[config.mk]
export PLATFORM = sky130hd
export DESIGN_NAME = trc_operand_tracer
export DESIGN_NICKNAME = d
export VERILOG_FILES = /design/src/source/trc_pkg.sv /design/src/source/trc_compressed_decoder.sv /design/src/source/trc_decode_stage.sv /design/src/source/trc_full_decoder.sv /design/src/source/trc_operand_tracer.sv /design/src/source/trc_pipe_stage.sv
export VERILOG_INCLUDE_DIRS = /design/src /design/src/source
export SDC_FILE = /design/constraint.sdc
export NUM_CORES = 1
export LEC_CHECK = 0
export BUFFER_PORTS_ARGS = -buffer_cell sky130_fd_sc_hd__buf_2
export CAP_MARGIN = 20
export CORE_AREA = 2 2 125 127
export DETAILED_ROUTE_END_ITERATION = 10
export DIE_AREA = 0 0 127 129
export SLEW_MARGIN = 10
export SYNTH_ARGS = -nofsm -noshare
export SYNTH_HDL_FRONTEND = slang
export SYNTH_HIERARCHICAL = 1
export SYNTH_SLANG_ARGS = --single-unit
export TNS_END_PERCENT = 50
[constraint.sdc]
create_clock -name s_clk_i -period 2.5 [get_ports s_clk_i]
set_input_delay 0.375 -clock s_clk_i [delete_from_list [all_inputs] [get_ports s_clk_i]]
set_output_delay 0.375 -clock s_clk_i [all_outputs]
set_load 0.05 [all_outputs]
[src/source/trc_consts.svh]
`ifndef TRC_CONSTS_SVH
`define TRC_CONSTS_SVH

`define TRC_INSTR_W     32
`define TRC_REG_W       5

`define TRC_CREG_BASE   5'd8    // compressed register field 0 maps to x8.
`define TRC_REG_SP      5'd2
`define TRC_REG_RA      5'd1

// major opcodes, instruction bits 6 to 2.
`define TRC_OPC_LUI     5'b01101
`define TRC_OPC_AUIPC   5'b00101
`define TRC_OPC_JAL     5'b11011
`define TRC_OPC_JALR    5'b11001
`define TRC_OPC_BRANCH  5'b11000
`define TRC_OPC_LOAD    5'b00000
`define TRC_OPC_STORE   5'b01000
`define TRC_OPC_OPIMM   5'b00100
`define TRC_OPC_OP      5'b01100
`define TRC_OPC_FENCE   5'b00011
`define TRC_OPC_SYSTEM  5'b11100

`endif

[src/source/trc_pkg.sv]
`include "trc_consts.svh"

package trc_pkg;

    typedef enum logic [3:0] {
        BASE,
        MEXT,
        LOAD,
        STORE,
        BRANCH,
        JAL,
        JALR,
        CSR
    } itype_e;

    typedef logic [`TRC_INSTR_W-1:0] instr_word_t;

    // a register field whose used flag is clear holds zero.
    typedef struct packed {
        logic [`TRC_REG_W-1:0] rs1;
        logic [`TRC_REG_W-1:0] rs2;
        logic                  rs1_used;
        logic                  rs2_used;
    } source_t;

    typedef struct packed {
        logic [`TRC_REG_W-1:0] rd;
        logic                  rd_used;
    } dest_t;

    typedef struct packed {
        source_t source;
        dest_t   dest;
        itype_e  itype;
    } instr_info_t;

endpackage

[src/source/trc_compressed_decoder.sv]
`timescale 1ns/100ps
`include "trc_consts.svh"

module trc_compressed_decoder (
    input  trc_pkg::instr_word_t instr_i,
    output trc_pkg::instr_info_t info_o
);

    logic [4:0]            sel;
    logic [`TRC_REG_W-1:0] reg_a;
    logic [`TRC_REG_W-1:0] reg_b;
    logic [`TRC_REG_W-1:0] creg_hi;
    logic [`TRC_REG_W-1:0] creg_lo;

    assign sel     = {instr_i[1:0], instr_i[15:13]};    // quadrant and funct3.
    assign reg_a   = instr_i[11:7];
    assign reg_b   = instr_i[6:2];
    assign creg_hi = `TRC_CREG_BASE + {2'b00, instr_i[9:7]};
    assign creg_lo = `TRC_CREG_BASE + {2'b00, instr_i[4:2]};

    always_comb begin
        info_o       = '0;
        info_o.itype = trc_pkg::BASE;
        case (sel)
            5'b00_000: begin
                info_o.source.rs1      = `TRC_REG_SP;
                info_o.source.rs1_used = 1'b1;
                info_o.dest            = '{rd: creg_lo, rd_used: 1'b1};
            end
            5'b00_010: begin
                info_o.itype           = trc_pkg::LOAD;
                info_o.source.rs1      = creg_hi;
                info_o.source.rs1_used = 1'b1;
                info_o.dest            = '{rd: creg_lo, rd_used: 1'b1};
            end
            5'b00_110: begin
                info_o.itype  = trc_pkg::STORE;
                info_o.source = '{rs1: creg_hi, rs2: creg_lo, rs1_used: 1'b1, rs2_used: 1'b1};
            end
            5'b01_000, 5'b10_000: begin
                info_o.source.rs1      = reg_a;
                info_o.source.rs1_used = 1'b1;
                info_o.dest            = '{rd: reg_a, rd_used: 1'b1};
            end
            5'b01_001: begin
                info_o.itype = trc_pkg::JAL;
                info_o.dest  = '{rd: `TRC_REG_RA, rd_used: 1'b1};
            end
            5'b01_010: begin
                info_o.dest = '{rd: reg_a, rd_used: 1'b1};
            end
            5'b01_011: begin
                // addi16sp when the target is sp, lui otherwise.
                if (reg_a == `TRC_REG_SP) begin
                    info_o.source.rs1      = `TRC_REG_SP;
                    info_o.source.rs1_used = 1'b1;
                end
                info_o.dest = '{rd: reg_a, rd_used: 1'b1};
            end
            5'b01_100: begin
                info_o.source.rs1      = creg_hi;
                info_o.source.rs1_used = 1'b1;
                if (instr_i[11:10] == 2'b11) begin
                    info_o.source.rs2      = creg_lo;    // register-register ALU group.
                    info_o.source.rs2_used = 1'b1;
                end
                info_o.dest = '{rd: creg_hi, rd_used: 1'b1};
            end
            5'b01_101: begin
                info_o.itype = trc_pkg::JAL;
            end
            5'b01_110, 5'b01_111: begin
                info_o.itype           = trc_pkg::BRANCH;
                info_o.source.rs1      = creg_hi;
                info_o.source.rs1_used = 1'b1;
            end
            5'b10_010: begin
                info_o.itype           = trc_pkg::LOAD;
                info_o.source.rs1      = `TRC_REG_SP;
                info_o.source.rs1_used = 1'b1;
                info_o.dest            = '{rd: reg_a, rd_used: 1'b1};
            end
            5'b10_100: begin
                if (reg_b != '0) begin
                    if (instr_i[12]) begin
                        info_o.source.rs1      = reg_a;    // c.add reads its target.
                        info_o.source.rs1_used = 1'b1;
                    end
                    info_o.source.rs2      = reg_b;
                    info_o.source.rs2_used = 1'b1;
                    info_o.dest            = '{rd: reg_a, rd_used: 1'b1};
                end else if (instr_i[12] && instr_i[11:2] == '0) begin
                    info_o.itype = trc_pkg::CSR;    // c.ebreak.
                end else begin
                    info_o.itype           = trc_pkg::JALR;
                    info_o.source.rs1      = reg_a;
                    info_o.source.rs1_used = 1'b1;
                    if (instr_i[12]) begin
                        info_o.dest = '{rd: `TRC_REG_RA, rd_used: 1'b1};
                    end
                end
            end
            5'b10_110: begin
                info_o.itype  = trc_pkg::STORE;
                info_o.source = '{rs1: `TRC_REG_SP, rs2: reg_b, rs1_used: 1'b1, rs2_used: 1'b1};
            end
            default: begin
                info_o.itype = trc_pkg::BASE;
            end
        endcase
    end

endmodule

[src/source/trc_decode_stage.sv]
`timescale 1ns/100ps

module trc_decode_stage (
    input  trc_pkg::instr_word_t instr_i,
    output trc_pkg::instr_info_t info_o
);

    trc_pkg::instr_info_t full_info;
    trc_pkg::instr_info_t comp_info;
    logic                 is_full;

    trc_full_decoder u_full_decoder (
        .instr_i (instr_i),
        .info_o  (full_info)
    );

    trc_compressed_decoder u_compressed_decoder (
        .instr_i (instr_i),
        .info_o  (comp_info)
    );

    // both low bits set marks a 32-bit encoding.
    assign is_full = (instr_i[1:0] == 2'b11);

    assign info_o = is_full ? full_info : comp_info;

endmodule

[src/source/trc_full_decoder.sv]
`timescale 1ns/100ps
`include "trc_consts.svh"

module trc_full_decoder (
    input  trc_pkg::instr_word_t instr_i,
    output trc_pkg::instr_info_t info_o
);

    logic [4:0]            opcode;
    logic [2:0]            funct3;
    logic [`TRC_REG_W-1:0] rs1;
    logic [`TRC_REG_W-1:0] rs2;
    logic [`TRC_REG_W-1:0] rd;

    assign opcode = instr_i[6:2];
    assign funct3 = instr_i[14:12];
    assign rs1    = instr_i[19:15];
    assign rs2    = instr_i[24:20];
    assign rd     = instr_i[11:7];

    always_comb begin
        info_o       = '0;
        info_o.itype = trc_pkg::BASE;
        case (opcode)
            `TRC_OPC_LUI, `TRC_OPC_AUIPC: begin
                info_o.dest = '{rd: rd, rd_used: 1'b1};
            end
            `TRC_OPC_JAL: begin
                info_o.itype = trc_pkg::JAL;
                info_o.dest  = '{rd: rd, rd_used: 1'b1};
            end
            `TRC_OPC_JALR: begin
                info_o.itype           = trc_pkg::JALR;
                info_o.source.rs1      = rs1;
                info_o.source.rs1_used = 1'b1;
                info_o.dest            = '{rd: rd, rd_used: 1'b1};
            end
            `TRC_OPC_BRANCH, `TRC_OPC_STORE: begin
                info_o.itype  = (opcode == `TRC_OPC_BRANCH) ? trc_pkg::BRANCH : trc_pkg::STORE;
                info_o.source = '{rs1: rs1, rs2: rs2, rs1_used: 1'b1, rs2_used: 1'b1};
            end
            `TRC_OPC_LOAD, `TRC_OPC_OPIMM: begin
                info_o.itype           = (opcode == `TRC_OPC_LOAD) ? trc_pkg::LOAD : trc_pkg::BASE;
                info_o.source.rs1      = rs1;
                info_o.source.rs1_used = 1'b1;
                info_o.dest            = '{rd: rd, rd_used: 1'b1};
            end
            `TRC_OPC_OP: begin
                info_o.itype  = instr_i[25] ? trc_pkg::MEXT : trc_pkg::BASE;    // funct7 bit 0.
                info_o.source = '{rs1: rs1, rs2: rs2, rs1_used: 1'b1, rs2_used: 1'b1};
                info_o.dest   = '{rd: rd, rd_used: 1'b1};
            end
            `TRC_OPC_FENCE: begin
                info_o.itype = trc_pkg::CSR;
            end
            `TRC_OPC_SYSTEM: begin
                info_o.itype = trc_pkg::CSR;
                if (funct3 != 3'b000) begin
                    // the immediate forms carry a constant in the rs1 field.
                    if (!funct3[2]) begin
                        info_o.source.rs1      = rs1;
                        info_o.source.rs1_used = 1'b1;
                    end
                    info_o.dest = '{rd: rd, rd_used: 1'b1};
                end
            end
            default: begin
                info_o.itype = trc_pkg::BASE;
            end
        endcase
    end

endmodule

[src/source/trc_operand_tracer.sv]
`timescale 1ns/100ps

module trc_operand_tracer (
    input  logic                 s_clk_i,
    input  logic                 arst_n_i,
    input  logic                 instr_valid_i,
    input  trc_pkg::instr_word_t instr_i,
    output logic                 info_valid_o,
    output trc_pkg::instr_info_t info_o
);

    logic                 cap_valid;
    trc_pkg::instr_word_t cap_word;
    trc_pkg::instr_info_t dec_info;

    trc_pipe_stage #(
        .payload_t (trc_pkg::instr_word_t)
    ) u_capture_stage (
        .s_clk_i  (s_clk_i),
        .arst_n_i (arst_n_i),
        .valid_i  (instr_valid_i),
        .data_i   (instr_i),
        .valid_o  (cap_valid),
        .data_o   (cap_word)
    );

    trc_decode_stage u_decode_stage (
        .instr_i (cap_word),
        .info_o  (dec_info)
    );

    trc_pipe_stage #(
        .payload_t (trc_pkg::instr_info_t)
    ) u_result_stage (
        .s_clk_i  (s_clk_i),
        .arst_n_i (arst_n_i),
        .valid_i  (cap_valid),
        .data_i   (dec_info),
        .valid_o  (info_valid_o),
        .data_o   (info_o)
    );

endmodule

[src/source/trc_pipe_stage.sv]
`timescale 1ns/100ps

module trc_pipe_stage #(
    parameter type payload_t = logic
) (
    input  logic     s_clk_i,
    input  logic     arst_n_i,
    input  logic     valid_i,
    input  payload_t data_i,
    output logic     valid_o,
    output payload_t data_o
);

    always_ff @(posedge s_clk_i or negedge arst_n_i) begin
        if (!arst_n_i) begin
            valid_o <= 1'b0;
        end else begin
            valid_o <= valid_i;
        end
    end

    always_ff @(posedge s_clk_i or negedge arst_n_i) begin
        if (!arst_n_i) begin
            data_o <= '0;
        end else if (valid_i) begin
            data_o <= data_i;    // idle cycles keep the last payload visible.
        end
    end

    // an upstream stage must never hand over a valid payload with undefined bits.
    a_known_payload : assert property (
        @(posedge s_clk_i) disable iff (!arst_n_i)
        valid_i |-> !$isunknown(data_i)
    ) else $error("trc_pipe_stage: unknown bits in a valid payload");

endmodule

==> impl_results.md <==
* Most frequent cells in the layout: 51 x buf_2, 50 x dfrtp_1, 46 x mux2_4
* CTS resizes at 0
* Part of the power in registers at 38.8%
* Peak supply drop at 0.274 mV
* CTS tree: done
* Via count at 2566
* Routed vias/inst at 4.69
* Avg WL per Cell at 16.2 um
* Setup crit start: u_capture_stage/data_o[11]
* Worst Max-Slew Pin Slew at 0.806 ns
* Internal power at 1.64 mW
* Final wirelength at 8860 um
* Number of global-route vias before repair at 2636
* Number of post-CTS setup repair buffers at 0
* Initial antenna violation count at 0
* ANT cells at 0
* Kind of critical path: flop to flop
* Leak at 1.90 nW
* CTS root buf: clkbuf_16
* Final Wtd Congestion at 0.849
* Syn Area/Cell at 11.4 um2
* # H-tree levels at 2
* Drt first pass iters at 4
* Fin. Hold Viols at 0
* Hold crit path type: input pin to asynchronous set/reset pin
* Dpl hpwl at 6680 um
* Switching part of the total power at 35.1%
* Max-slew headroom at 46.3%
* First-pass GRT wire length at 14200 um
* Worst-path fanout max at 3
* Clock sinks at 50
* Largest net degree at the start of global routing at 36
* Maximum clock rate at 426 MHz
* Net Switching at 0.884 mW
* Die ar. at 16400 um2
* PnR worst setup slack at 0.152 ns
* Port Buffer Count at 51
* Initial Utilization at 22.9%
* Logic pwr share at 34.5%
* Nets at 393
* Yosys warns at 6
* WP data required at 2.68 ns
* Cells after synthesis at 302
* Grt total ovfl at 0
* Worst slack, placed at 0.217 ns
* Clock power frac at 26.7%
* DRT antenna net count at 0
* Period Utilization, post-route at 93.9%
* IO Pins at 58
* Clk_lat worst skew at 0.29 ns
* Final setup vio count at 0
* Share of post-route cells with drive strength above 1 at 45.7%
* Reg2reg start: u_capture_stage/data_o[11]
* Layout area overhead at 17.8%
* PD cells at 623 nW/um2
* Core Box Area at 15000 um2
* Row count at 45
* Longest Clk Path Bufs at 2
* Post-CTS Hold Buffers at 0
* Residual DRC at 0
* Crit end category: flop
* Max cap viols at 0
* Fin util at 27.0%
* CP arrival at 2.53 ns
* Max-slew violation count at 0
* Post-Syn Area at 3430 um2
* CP Launch Type: flop
* Setup TNS at 0 ns
* Die X at 127 um
* Min cycle time layout at 2.35 ns
* Die Span Y at 129 um
* Synthesized Nets at 337
* Clock transition at path regs at 0.07 ns
* Unrepaired setup endpoints after global routing: no
* GRT Overall Usage at 11.0%
* Commonest non-fill, non-tap cell in the layout: buf_2
* Status: completed
* Skew final at 0.00600 ns
* CTS buffer count at 5
* Violation count after the first detailed-route iteration at 117
state kept, by name, summed over array words and instances (netlist names):
register / cells
u_result_stage/valid_o: 1
u_result_stage/data_o: 22
u_capture_stage/data_o: 26
u_capture_stage/valid_o: 1
worst paths after layout:
check	endpoint	slack [ns]	depth (start not counted)
worst max register to register	u_result_stage/data_o[4]	0.15	6
worst min-delay path	u_result_stage/data_o[17]	0.17	1
max in group asynchronous	u_capture_stage/data_o[3]	1.61	2
worst max-delay path	u_result_stage/data_o[4]	0.15	6
worst min register to register	u_result_stage/data_o[8]	0.50	1
min in group s_clk_i	u_capture_stage/data_o[7]	0.31	2
metrics by stage:
step	instances	instance area, um2	total power [mW]	hold WS, ns
finish	547	4050	2.52	0.169
global route	547	4050	2.65	0.243
CTS	547	4050	2.55	0.202
detailed placement	539	3900	1.87	0.492
global placement	539	3900	1.86	0.489
floorplan	302	3430	1.63	0.0794
critical path, stage by stage (launching register included):
cell	delay (ns)
dfrtp_1	0.38
nor4_1	0.53
nor2b_1	0.32
nand2_1	0.12
a311o_1	0.36
mux2_4	0.26
mux2_2	0.26
metal layers:
layer / GRT usage, % / vias to the layer above / share of wire (%)
li1: - / 1229 / -
met3: 2.25 / 7 / 5.7
met5: 0 / - / 0
met2: 18.6 / 79 / 48
met4: 2.39 / 0 / 0.86
met1: 14.6 / 1251 / 45
area by class of cell:
| cell class | count | area, um2 |
|---|---|---|
| clock buffer | 6 | 129 |
| clock inverter | 2 | 13.8 |
| fill | 1592 | 10900 |
| inverter | 9 | 33.8 |
| multi-input combinational | 221 | 1960 |
| sequential | 50 | 1250 |
| tap | 188 | 235 |
| timing repair buffer | 71 | 418 |
power groups by stage:
stage | sequential, mW | clock [mW] | combinational [mW]
final | 0.979 | 0.672 | 0.869
after global routing | 0.996 | 0.728 | 0.928
after CTS | 0.982 | 0.694 | 0.875
after detailed placement | 0.998 | 0 | 0.872
after global placement | 0.995 | 0 | 0.862
after floorplan | 1.17 | 0 | 0.458
Note: power is estimated with default switching activity, not from simulation.
